### src/otter_pkg.sv
package otter_pkg;

    //////////////////////////////////////////////////
    // Widths and vectors
    //////////////////////////////////////////////////

    localparam int XLEN       = 32;
    localparam int REG_ADDR_W = 5;

    // First fetch address after reset
    localparam logic [XLEN-1:0] RESET_VEC = 32'h0000_0000;

    // Branch conditions by funct3
    localparam logic [2:0] F3_BEQ  = 3'b000;
    localparam logic [2:0] F3_BNE  = 3'b001;
    localparam logic [2:0] F3_BLT  = 3'b100;
    localparam logic [2:0] F3_BGE  = 3'b101;
    localparam logic [2:0] F3_BLTU = 3'b110;
    localparam logic [2:0] F3_BGEU = 3'b111;

    // ALU functions by funct3, shared by OP and OP_IMM
    localparam logic [2:0] F3_ADD_SUB = 3'b000;
    localparam logic [2:0] F3_SLL     = 3'b001;
    localparam logic [2:0] F3_SLT     = 3'b010;
    localparam logic [2:0] F3_SLTU    = 3'b011;
    localparam logic [2:0] F3_XOR     = 3'b100;
    localparam logic [2:0] F3_SRL_SRA = 3'b101;
    localparam logic [2:0] F3_OR      = 3'b110;
    localparam logic [2:0] F3_AND     = 3'b111;

    //////////////////////////////////////////////////
    // Encodings
    //////////////////////////////////////////////////

    // Major opcodes of the kept instruction set
    typedef enum logic [6:0] {
        OPC_LUI    = 7'b0110111,
        OPC_AUIPC  = 7'b0010111,
        OPC_JAL    = 7'b1101111,
        OPC_JALR   = 7'b1100111,
        OPC_BRANCH = 7'b1100011,
        OPC_LOAD   = 7'b0000011,
        OPC_STORE  = 7'b0100011,
        OPC_OP_IMM = 7'b0010011,
        OPC_OP     = 7'b0110011
    } opcode_e;

    // ADD is zero so a cleared control word adds
    typedef enum logic [3:0] {
        ALU_ADD      = 4'd0,
        ALU_SUB      = 4'd1,
        ALU_SLL      = 4'd2,
        ALU_SLT      = 4'd3,
        ALU_SLTU     = 4'd4,
        ALU_XOR      = 4'd5,
        ALU_SRL      = 4'd6,
        ALU_SRA      = 4'd7,
        ALU_OR       = 4'd8,
        ALU_AND      = 4'd9,
        ALU_LUI_COPY = 4'd10
    } alu_op_e;

    // Register write source
    typedef enum logic [1:0] {
        WB_ALU  = 2'd0,
        WB_PC4  = 2'd1,
        WB_LOAD = 2'd2
    } wb_sel_e;

    // NOP is zero, an all-zero control word retires nothing
    typedef enum logic [2:0] {
        CLS_NOP    = 3'd0,
        CLS_ALU    = 3'd1,
        CLS_BRANCH = 3'd2,
        CLS_JAL    = 3'd3,
        CLS_JALR   = 3'd4,
        CLS_LOAD   = 3'd5,
        CLS_STORE  = 3'd6
    } op_class_e;

    typedef enum logic [1:0] {
        ST_INIT  = 2'd0,
        ST_EXEC  = 2'd1,
        ST_WR_BK = 2'd2
    } state_e;

    //////////////////////////////////////////////////
    // Bundles
    //////////////////////////////////////////////////

    // Decoded instruction
    typedef struct packed {
        op_class_e             op_class;
        alu_op_e               alu_op;
        logic                  src_a_pc;
        logic                  src_b_imm;
        wb_sel_e               wb_sel;
        logic                  reg_we;
        logic [REG_ADDR_W-1:0] rd;
        logic [REG_ADDR_W-1:0] rs1;
        logic [REG_ADDR_W-1:0] rs2;
        logic [2:0]            funct3;
        logic [XLEN-1:0]       imm;
    } ctrl_t;

    // Word-only data memory request
    typedef struct packed {
        logic            re;
        logic            we;
        logic [XLEN-1:0] addr;
        logic [XLEN-1:0] w_data;
    } dmem_req_t;

endpackage

### src/otter_decoder.sv
module otter_decoder (
    input  logic [otter_pkg::XLEN-1:0] i_instrn,
    input  logic                       i_active,
    output otter_pkg::ctrl_t           o_ctrl
);
    import otter_pkg::*;

    opcode_e         opc;
    logic [XLEN-1:0] imm_i;
    logic [XLEN-1:0] imm_s;
    logic [XLEN-1:0] imm_b;
    logic [XLEN-1:0] imm_u;
    logic [XLEN-1:0] imm_j;

    // Map funct3 plus the funct7 alternate bit onto an ALU operation
    function automatic alu_op_e alu_from_funct3(input logic [2:0] f3, input logic alt);
        alu_op_e op;
        case (f3)
            F3_ADD_SUB : op = alt ? ALU_SUB : ALU_ADD;
            F3_SLL     : op = ALU_SLL;
            F3_SLT     : op = ALU_SLT;
            F3_SLTU    : op = ALU_SLTU;
            F3_XOR     : op = ALU_XOR;
            F3_SRL_SRA : op = alt ? ALU_SRA : ALU_SRL;
            F3_OR      : op = ALU_OR;
            default    : op = ALU_AND;
        endcase
        return op;
    endfunction

    assign opc = opcode_e'(i_instrn[6:0]);

    //////////////////////////////////////////////////
    // Immediate formats
    //////////////////////////////////////////////////

    assign imm_i = {{20{i_instrn[31]}}, i_instrn[31:20]};
    assign imm_s = {{20{i_instrn[31]}}, i_instrn[31:25], i_instrn[11:7]};
    // Branch and jump offsets are always even
    assign imm_b = {{20{i_instrn[31]}}, i_instrn[7], i_instrn[30:25], i_instrn[11:8], 1'b0};
    assign imm_u = {i_instrn[31:12], 12'h000};
    assign imm_j = {{12{i_instrn[31]}}, i_instrn[19:12], i_instrn[20], i_instrn[30:21], 1'b0};

    //////////////////////////////////////////////////
    // Control word
    //////////////////////////////////////////////////

    always_comb begin
        o_ctrl = '0;
        if (i_active) begin
            // Register fields sit at fixed positions in every format
            o_ctrl.rd     = i_instrn[11:7];
            o_ctrl.rs1    = i_instrn[19:15];
            o_ctrl.rs2    = i_instrn[24:20];
            o_ctrl.funct3 = i_instrn[14:12];
            case (opc)
                OPC_OP : begin
                    o_ctrl.op_class = CLS_ALU;
                    o_ctrl.alu_op   = alu_from_funct3(i_instrn[14:12], i_instrn[30]);
                    o_ctrl.reg_we   = 1'b1;
                end
                OPC_OP_IMM : begin
                    o_ctrl.op_class  = CLS_ALU;
                    // Bit 30 is immediate data except for SRAI
                    o_ctrl.alu_op    = alu_from_funct3(i_instrn[14:12],
                        i_instrn[30] && (i_instrn[14:12] == F3_SRL_SRA));
                    o_ctrl.src_b_imm = 1'b1;
                    o_ctrl.reg_we    = 1'b1;
                    o_ctrl.imm       = imm_i;
                end
                OPC_LUI : begin
                    o_ctrl.op_class  = CLS_ALU;
                    o_ctrl.alu_op    = ALU_LUI_COPY;
                    o_ctrl.src_b_imm = 1'b1;
                    o_ctrl.reg_we    = 1'b1;
                    o_ctrl.imm       = imm_u;
                end
                OPC_AUIPC : begin
                    o_ctrl.op_class  = CLS_ALU;
                    o_ctrl.src_a_pc  = 1'b1;
                    o_ctrl.src_b_imm = 1'b1;
                    o_ctrl.reg_we    = 1'b1;
                    o_ctrl.imm       = imm_u;
                end
                OPC_JAL : begin
                    o_ctrl.op_class = CLS_JAL;
                    o_ctrl.wb_sel   = WB_PC4;
                    o_ctrl.reg_we   = 1'b1;
                    o_ctrl.imm      = imm_j;
                end
                OPC_JALR : begin
                    o_ctrl.op_class = CLS_JALR;
                    o_ctrl.wb_sel   = WB_PC4;
                    o_ctrl.reg_we   = 1'b1;
                    o_ctrl.imm      = imm_i;
                end
                OPC_BRANCH : begin
                    o_ctrl.op_class = CLS_BRANCH;
                    o_ctrl.imm      = imm_b;
                end
                OPC_LOAD : begin
                    // Address is rs1 plus offset through the ALU
                    o_ctrl.op_class  = CLS_LOAD;
                    o_ctrl.src_b_imm = 1'b1;
                    o_ctrl.wb_sel    = WB_LOAD;
                    o_ctrl.reg_we    = 1'b1;
                    o_ctrl.imm       = imm_i;
                end
                OPC_STORE : begin
                    o_ctrl.op_class  = CLS_STORE;
                    o_ctrl.src_b_imm = 1'b1;
                    o_ctrl.imm       = imm_s;
                end
                // Unknown opcode retires as a no-op
                default : o_ctrl = '0;
            endcase
        end
    end

endmodule

### src/otter_regfile.sv
module otter_regfile (
    input  logic                             i_clk,
    input  logic                             i_we,
    input  logic [otter_pkg::REG_ADDR_W-1:0] i_rs1,
    input  logic [otter_pkg::REG_ADDR_W-1:0] i_rs2,
    input  logic [otter_pkg::REG_ADDR_W-1:0] i_rd,
    input  logic [otter_pkg::XLEN-1:0]       i_w_data,
    output logic [otter_pkg::XLEN-1:0]       o_rs1_data,
    output logic [otter_pkg::XLEN-1:0]       o_rs2_data
);
    import otter_pkg::*;

    logic [XLEN-1:0] regs [2**REG_ADDR_W];

    // Single write port, x0 is never written
    always_ff @(posedge i_clk) begin
        if (i_we && (i_rd != '0)) begin
            regs[i_rd] <= i_w_data;
        end
    end

    // Asynchronous reads, x0 reads as zero
    assign o_rs1_data = (i_rs1 == '0) ? '0 : regs[i_rs1];
    assign o_rs2_data = (i_rs2 == '0) ? '0 : regs[i_rs2];

endmodule

### src/otter_alu.sv
module otter_alu (
    input  otter_pkg::ctrl_t           i_ctrl,
    input  logic [otter_pkg::XLEN-1:0] i_pc,
    input  logic [otter_pkg::XLEN-1:0] i_rs1_data,
    input  logic [otter_pkg::XLEN-1:0] i_rs2_data,
    output logic [otter_pkg::XLEN-1:0] o_result
);
    import otter_pkg::*;

    logic [XLEN-1:0] src_a;
    logic [XLEN-1:0] src_b;
    logic [4:0]      shamt;

    // Source A is PC only for AUIPC
    assign src_a = i_ctrl.src_a_pc ? i_pc : i_rs1_data;
    // Source B is the immediate for I, S and U formats
    assign src_b = i_ctrl.src_b_imm ? i_ctrl.imm : i_rs2_data;

    // Shift amount from the low five bits
    assign shamt = src_b[4:0];

    always_comb begin
        case (i_ctrl.alu_op)
            ALU_ADD      : o_result = src_a + src_b;
            ALU_SUB      : o_result = src_a - src_b;
            ALU_SLL      : o_result = src_a << shamt;
            ALU_SLT      : o_result = {{(XLEN-1){1'b0}}, $signed(src_a) < $signed(src_b)};
            ALU_SLTU     : o_result = {{(XLEN-1){1'b0}}, src_a < src_b};
            ALU_XOR      : o_result = src_a ^ src_b;
            ALU_SRL      : o_result = src_a >> shamt;
            // Arithmetic shift keeps the sign
            ALU_SRA      : o_result = $signed(src_a) >>> shamt;
            ALU_OR       : o_result = src_a | src_b;
            ALU_AND      : o_result = src_a & src_b;
            // LUI passes the upper immediate through
            ALU_LUI_COPY : o_result = src_b;
            default      : o_result = '0;
        endcase
    end

endmodule

### src/otter_branch_unit.sv
module otter_branch_unit (
    input  otter_pkg::ctrl_t           i_ctrl,
    input  logic [otter_pkg::XLEN-1:0] i_pc,
    input  logic [otter_pkg::XLEN-1:0] i_rs1_data,
    input  logic [otter_pkg::XLEN-1:0] i_rs2_data,
    output logic                       o_redirect,
    output logic [otter_pkg::XLEN-1:0] o_target
);
    import otter_pkg::*;

    logic            taken;
    logic [XLEN-1:0] jalr_sum;

    // Branch condition from funct3
    always_comb begin
        case (i_ctrl.funct3)
            F3_BEQ  : taken = (i_rs1_data == i_rs2_data);
            F3_BNE  : taken = (i_rs1_data != i_rs2_data);
            F3_BLT  : taken = ($signed(i_rs1_data) < $signed(i_rs2_data));
            F3_BGE  : taken = ($signed(i_rs1_data) >= $signed(i_rs2_data));
            F3_BLTU : taken = (i_rs1_data < i_rs2_data);
            F3_BGEU : taken = (i_rs1_data >= i_rs2_data);
            // Reserved encodings never branch
            default : taken = 1'b0;
        endcase
    end

    //////////////////////////////////////////////////
    // Target and redirect
    //////////////////////////////////////////////////

    assign jalr_sum = i_rs1_data + i_ctrl.imm;

    // JALR clears bit zero, JAL and branches are PC relative
    assign o_target = (i_ctrl.op_class == CLS_JALR) ? {jalr_sum[XLEN-1:1], 1'b0}
                                                    : i_pc + i_ctrl.imm;

    assign o_redirect = (i_ctrl.op_class == CLS_JAL)
                     || (i_ctrl.op_class == CLS_JALR)
                     || ((i_ctrl.op_class == CLS_BRANCH) && taken);

endmodule

### src/otter_fetch_ctrl.sv
module otter_fetch_ctrl (
    input  logic                       i_clk,
    input  logic                       i_rst,
    input  logic [otter_pkg::XLEN-1:0] i_imem_r_data,
    input  logic                       i_is_load,
    input  logic                       i_redirect,
    input  logic [otter_pkg::XLEN-1:0] i_target,
    output logic [otter_pkg::XLEN-1:0] o_pc,
    output logic [otter_pkg::XLEN-1:0] o_imem_addr,
    output logic [otter_pkg::XLEN-1:0] o_instrn,
    output otter_pkg::state_e          o_state
);
    import otter_pkg::*;

    state_e          state_q;
    state_e          state_d;
    logic [XLEN-1:0] pc_q;
    logic [XLEN-1:0] pc_next;
    logic            stall;
    logic            stall_q;
    logic [XLEN-1:0] instrn_q;

    //////////////////////////////////////////////////
    // State machine
    //////////////////////////////////////////////////

    // Load in EXEC holds the PC for one write-back cycle
    assign stall = (state_q == ST_EXEC) && i_is_load;

    always_comb begin
        case (state_q)
            ST_INIT  : state_d = ST_EXEC;
            ST_EXEC  : state_d = i_is_load ? ST_WR_BK : ST_EXEC;
            ST_WR_BK : state_d = ST_EXEC;
            default  : state_d = ST_INIT;
        endcase
    end

    always_ff @(posedge i_clk) begin
        if (!i_rst) begin
            state_q <= ST_INIT;
        end else begin
            state_q <= state_d;
        end
    end

    //////////////////////////////////////////////////
    // Program counter
    //////////////////////////////////////////////////

    always_comb begin
        case (state_q)
            // Jump or taken branch overrides the increment
            ST_EXEC  : pc_next = i_redirect ? i_target : pc_q + XLEN'(4);
            ST_WR_BK : pc_next = pc_q + XLEN'(4);
            default  : pc_next = RESET_VEC;
        endcase
    end

    always_ff @(posedge i_clk) begin
        if (!i_rst) begin
            pc_q <= RESET_VEC;
        end else if (!stall) begin
            pc_q <= pc_next;
        end
    end

    // Fetch ahead unless stalled, then refetch the current PC
    assign o_imem_addr = stall ? pc_q : pc_next;

    //////////////////////////////////////////////////
    // Held instruction
    //////////////////////////////////////////////////

    // Memory returns the next word during WR_BK, so replay the load
    always_ff @(posedge i_clk) begin
        instrn_q <= o_instrn;
    end

    always_ff @(posedge i_clk) begin
        if (!i_rst) begin
            stall_q <= 1'b0;
        end else begin
            stall_q <= stall;
        end
    end

    assign o_instrn = stall_q ? instrn_q : i_imem_r_data;
    assign o_pc     = pc_q;
    assign o_state  = state_q;

endmodule

### src/otter_mcu.sv
module otter_mcu (
    input  logic                       i_clk,
    input  logic                       i_rst,
    output logic [otter_pkg::XLEN-1:0] o_imem_addr,
    input  logic [otter_pkg::XLEN-1:0] i_imem_r_data,
    output otter_pkg::dmem_req_t       o_dmem_req,
    input  logic [otter_pkg::XLEN-1:0] i_dmem_r_data
);
    import otter_pkg::*;

    logic [XLEN-1:0] pc;
    logic [XLEN-1:0] instrn;
    state_e          state;
    ctrl_t           ctrl;
    logic            active;
    logic            is_load;
    logic [XLEN-1:0] rs1_data;
    logic [XLEN-1:0] rs2_data;
    logic [XLEN-1:0] alu_result;
    logic            redirect;
    logic [XLEN-1:0] target;
    logic            rf_we;
    logic [XLEN-1:0] rf_w_data;

    //////////////////////////////////////////////////
    // Fetch and control
    //////////////////////////////////////////////////

    assign is_load = (ctrl.op_class == CLS_LOAD);

    otter_fetch_ctrl u_fetch_ctrl (
        .i_clk         (i_clk),
        .i_rst         (i_rst),
        .i_imem_r_data (i_imem_r_data),
        .i_is_load     (is_load),
        .i_redirect    (redirect),
        .i_target      (target),
        .o_pc          (pc),
        .o_imem_addr   (o_imem_addr),
        .o_instrn      (instrn),
        .o_state       (state)
    );

    // Decode only while an instruction is executing
    assign active = (state == ST_EXEC) || (state == ST_WR_BK);

    otter_decoder u_decoder (
        .i_instrn (instrn),
        .i_active (active),
        .o_ctrl   (ctrl)
    );

    //////////////////////////////////////////////////
    // Register file and write-back
    //////////////////////////////////////////////////

    always_comb begin
        case (ctrl.wb_sel)
            WB_PC4  : rf_w_data = pc + XLEN'(4);
            WB_LOAD : rf_w_data = i_dmem_r_data;
            default : rf_w_data = alu_result;
        endcase
    end

    // Loads write in WR_BK, everything else in EXEC
    assign rf_we = ctrl.reg_we
                && (((state == ST_EXEC) && !is_load) || (state == ST_WR_BK));

    otter_regfile u_regfile (
        .i_clk      (i_clk),
        .i_we       (rf_we),
        .i_rs1      (ctrl.rs1),
        .i_rs2      (ctrl.rs2),
        .i_rd       (ctrl.rd),
        .i_w_data   (rf_w_data),
        .o_rs1_data (rs1_data),
        .o_rs2_data (rs2_data)
    );

    //////////////////////////////////////////////////
    // Execute
    //////////////////////////////////////////////////

    otter_alu u_alu (
        .i_ctrl     (ctrl),
        .i_pc       (pc),
        .i_rs1_data (rs1_data),
        .i_rs2_data (rs2_data),
        .o_result   (alu_result)
    );

    otter_branch_unit u_branch_unit (
        .i_ctrl     (ctrl),
        .i_pc       (pc),
        .i_rs1_data (rs1_data),
        .i_rs2_data (rs2_data),
        .o_redirect (redirect),
        .o_target   (target)
    );

    // Data memory request, strobes only in EXEC
    assign o_dmem_req.re     = (state == ST_EXEC) && is_load;
    assign o_dmem_req.we     = (state == ST_EXEC) && (ctrl.op_class == CLS_STORE);
    assign o_dmem_req.addr   = alu_result;
    assign o_dmem_req.w_data = rs2_data;

endmodule

### config.mk
export PLATFORM = sky130hd
export DESIGN_NAME = otter_mcu
export DESIGN_NICKNAME = d
export VERILOG_FILES = /design/src/otter_pkg.sv /design/src/otter_decoder.sv /design/src/otter_regfile.sv /design/src/otter_alu.sv /design/src/otter_branch_unit.sv /design/src/otter_fetch_ctrl.sv /design/src/otter_mcu.sv
export SDC_FILE = /design/constraint.sdc
export NUM_CORES = 2
export LEC_CHECK = 0
export ABC_AREA = 1
export BUFFER_PORTS_ARGS = -buffer_cell sky130_fd_sc_hd__buf_2
export CAP_MARGIN = 10
export CELL_PAD_IN_SITES_DETAIL_PLACEMENT = 1
export CELL_PAD_IN_SITES_GLOBAL_PLACEMENT = 2
export CORE_MARGIN = 3
export CORE_UTILIZATION = 40
export CTS_CLUSTER_DIAMETER = 100
export DETAILED_ROUTE_END_ITERATION = 8
export GPL_ROUTABILITY_DRIVEN = 0
export PLACE_DENSITY_LB_ADDON = 0.1
export SKIP_CTS_REPAIR_TIMING = 1
export SYNTH_ARGS = -nofsm -noshare
export SYNTH_HDL_FRONTEND = slang
export SYNTH_SLANG_ARGS = --single-unit
export TNS_END_PERCENT = 50
### constraint.sdc
create_clock -name i_clk -period 12.96 [get_ports i_clk]
set_clock_uncertainty 0.05 [all_clocks]
set_input_delay 0.648 -clock i_clk [delete_from_list [all_inputs] [get_ports i_clk]]
set_output_delay 0.648 -clock i_clk [all_outputs]
set_load 0.02 [all_outputs]
==> summary.txt <==
Outcome
  • Outcome: finished clean

Logic synthesis
  • Most instantiated cells after synthesis: 2,843 x nand2_1, 1,043 x nand3_1, 1,024 x edfxtp_1, 632 x inv_1, 512 x a21oi_1
  • Post-synthesis xor/xnor area fraction: less than 1%
  • Top-count cell post-synth: nand2_1
  • Synthesized instance count: roughly 8,800
  • Top area cells in the synthesized netlist: edfxtp_1 44%, nand2_1 15%, nand3_1 7.4%, a21oi_1 3.6%, ha_1 3.5%
  • Synth Flop Type: edfxtp_1
  • Largest family of logic cells by synthesized area: simple AND/OR/NAND/NOR gates
  • Yosys reg bits: ~1,100
  • Yosys cell types: ~70
  • Syn_area_per_cell: approximately 8.0 um2
  • Post-synthesis adder-cell area fraction: under 10%
  • Share of the synthesized area in the top cell type: a little over two fifths
  • YS warnings: 0
  • Mapped Area: 70,300 um2
  • Number of synthesized flops with an enable pin: 1,024
  • Mux cell area share after synthesis: less than 1%
  • Synth area leader: edfxtp_1
  • Seq/Total Area, Yosys: between 40% and 50%
  • Ys async rst share: 0%
  • Compound-Gate Fraction of Synth Area: approximately 15%
  • Synth Area in Simple Gates: between 20% and 30%

Run
  • Max-cap violations: 0

Timing
  • # setup viols final: 0
  • Measured slew at the worst slew-check pin: approximately 1.4 ns
  • Fin. max-slew vios: 0
  • Post-route clock period utilization: 91.8%
  • Highest clock rate: roughly 0.084 GHz
  • Fin crit period: between 10 and 15 ns
  • Final hold slack: about 0.11 ns
  • RSZ-0062 raised after global routing: false
  • Relative slew slack: 8.41%
  • Setup tns final: 0 ns
  • Final hold viol count: 0

Worst setup path
  • Worst Path Required: 12.26 ns
  • Setup Crit Path Kind: reg2out
  • Slowest CP cell: inv_6
  • CP max stage delay: 0.83 ns
  • R2r setup slk: 1.42 ns
  • CP Launch Type: flop
  • Critical path fanouts, max: between 80 and 90
  • Reg2reg end: u_regfile.regs[17][19]
  • Worst Path Arrival: ~11 ns
  • R2R cell count: 45
  • Worst r2r src: u_fetch_ctrl.stall_q
  • CP endpoint kind: primary output
  • Worst path most repeated cell: nand2_1
  • Crit path capture: o_dmem_req[53]
  • Worst setup path start: u_fetch_ctrl.stall_q

Routing
  • ANT nets after route: 0
  • Residual DRC count: 0
  • DR iter-0 viols: slightly above 9,000
  • Average wire per standard cell: 32.8 um
  • Routed WL: around 370,000 um
  • Met1 wire length: approximately 150,000 um
  • Vias: approximately 70,000
  • Vias per cell: between 6 and 7
  • Wire length on met3: approximately 37,000 um
  • DRT Pass-1 Iters: 7
  • DR top layer: met5
  • Met2 wire len: ~160,000 um

CTS
  • CTS Root Cell: clkbuf_16
  • Worst-path clk slew: approximately 0.060 ns
  • H-tree level count: 4
  • CTS Buf Count: roughly 130
  • CTS tree: built
  • Clock Sinks: between 1,000 and 1,500
  • Clk buf depth: 3
  • Worst skew pair latency: 0.78 ns

Final layout
  • Multi-input logic area: between 30,000 and 40,000 um2
  • Layout area overhead: 9.74%
  • Fill cells: approximately 21,000
  • Reg area: about 32,000 um2
  • Final net count: roughly 9,000
  • Layout cells sized above 1: 7.81%

Power and ir drop
  • Clk pwr share: between 40% and 50%
  • Peak VDD IR: 0.000148 V
  • Power Dens Cells: between 100 and 150 nW/um2
  • Sw Share: 27.0%
  • Leakage dissipation: approximately 33 nW
  • P_sw: between 2 and 2.5 mW
  • Reg power frac: a little under half
  • Combinational share of power: around a tenth
  • Int Power: 6.12 mW

Floorplan
  • Initial cell density of the core: between 40% and 50%
  • Die W: around 430 um
  • Core area: approximately 170,000 um2
  • Die area: 181,000 um2
  • Cell row count: between 150 and 200
  • Ports: between 150 and 200
  • Die Y: 425 um

GRT
  • GRT overflow: 0
  • First-pass GRT wire length: roughly 500,000 um
  • Vias in the first global route: 68,900
  • Largest net degree at the start of global routing: 184
  • Initial antenna violation count: 17
  • GRT Overall Usage: just under 40%

Min path
  • Worst min path class: in2reg

Place
  • DP Wirelength: around 230,000 um
  • IO Port Bufs: approximately 160
==> cell families after synthesis <==
family                   Yosys count
AND/OR/NAND/NOR                 4468
AO/OA/AOI/OAI                   1718
buffers and inverters           1222
flip-flops                      1091
adder cells (fa/ha/maj)          201
XOR/XNOR                          51
other                              1
multiplexers                       1
==> sequential cells by signal, summed over array words and instances, names as in the netlist <==
signal	cells
u_fetch_ctrl.stall_q	1
u_regfile.regs	1024
u_fetch_ctrl.o_state	2
u_fetch_ctrl.o_pc	32
u_fetch_ctrl.instrn_q	32
==> worst min-delay path by stage <==
stage,cells past startpoint,slack [ns],endpoint,from
after floorplan,2,0.38,u_fetch_ctrl.instrn_q[4],u_fetch_ctrl.instrn_q[4]
after global placement,2,0.39,u_fetch_ctrl.instrn_q[4],u_fetch_ctrl.instrn_q[4]
after detailed placement,2,0.41,u_fetch_ctrl.instrn_q[4],u_fetch_ctrl.instrn_q[4]
after CTS,3,0.06,u_fetch_ctrl.instrn_q[0],i_imem_r_data[0]
after global routing,3,0.11,u_fetch_ctrl.instrn_q[1],i_imem_r_data[1]
final,3,0.11,u_fetch_ctrl.instrn_q[0],i_imem_r_data[0]
==> metal layers <==
metal,up-vias,track usage [%]
met4,20,21.6
met2,3929,59.2
li1,30200,-
met1,35400,51.9
met3,913,9.35
met5,-,0
==> cell usage in the layout (no fill, tap or decap), types with 81 or more instances in the layout <==
| cell type | synthesis | routed |
|---|---|---|
| edfxtp_1 | 1024 | 1024 |
| nor2_1 | 328 | 299 |
| clkbuf_16 | 0 | 134 |
| o21ai_0 | 393 | 393 |
| nand2_1 | 2843 | 2841 |
| ha_1 | 197 | 196 |
| a21oi_1 | 512 | 511 |
| o211ai_1 | 309 | 309 |
| inv_1 | 632 | 626 |
| a32o_1 | 113 | 113 |
| buf_2 | 251 | 163 |
| nand3_1 | 1043 | 1043 |
| nor3_1 | 82 | 81 |
| buf_4 | 61 | 144 |
==> power groups by stage <==
stage          combinational [mW]  sequential (mW)  clock [mW]
6_report                    0.843             3.89        3.64
2_1_floorplan               0.477             3.96           0
3_3_place_gp                0.796             3.96           0
4_1_cts                     0.807             3.89        3.67
3_5_place_dp                0.804             3.96           0
5_1_grt                     0.889             3.89        3.81
==> area by class of cell <==
cell class,instances,area share (%)
repair buffers,327,2.99
clock buffers,168,4.54
multi-input cells,6471,43.0
well taps,2325,3.77
clock inverters,66,0.851
diodes,5,0.0162
inverters,664,3.28
flip-flops and latches,1091,41.6
==> critical path: cells and delay by family (launching register included) <==
kind	cells	cell delay, ns
adder cells (fa/ha/maj)	1	0.33
AND/OR/NAND/NOR	26	4.46
AO/OA/AOI/OAI	11	2.47
buffers and inverters	7	2.32
flip-flops	1	0.63
==> metrics by stage <==
step | area (um2) | util (%) | setup slack (ns) | power [mW] | std cells
2_1_floorplan | 70400 | - | 6.06 | 4.44 | 8784
3_3_place_gp | 72900 | 41.8 | 2.06 | 4.76 | 10900
3_5_place_dp | 72900 | 41.8 | 1.94 | 4.77 | 10900
4_1_cts | 77100 | 44.2 | 1.43 | 8.37 | 11100
5_1_grt | 77200 | 44.2 | 0.417 | 8.59 | 11100
6_report | 77200 | 44.3 | 1.06 | 8.38 | 11100
Power figures use the tool's default switching activity.
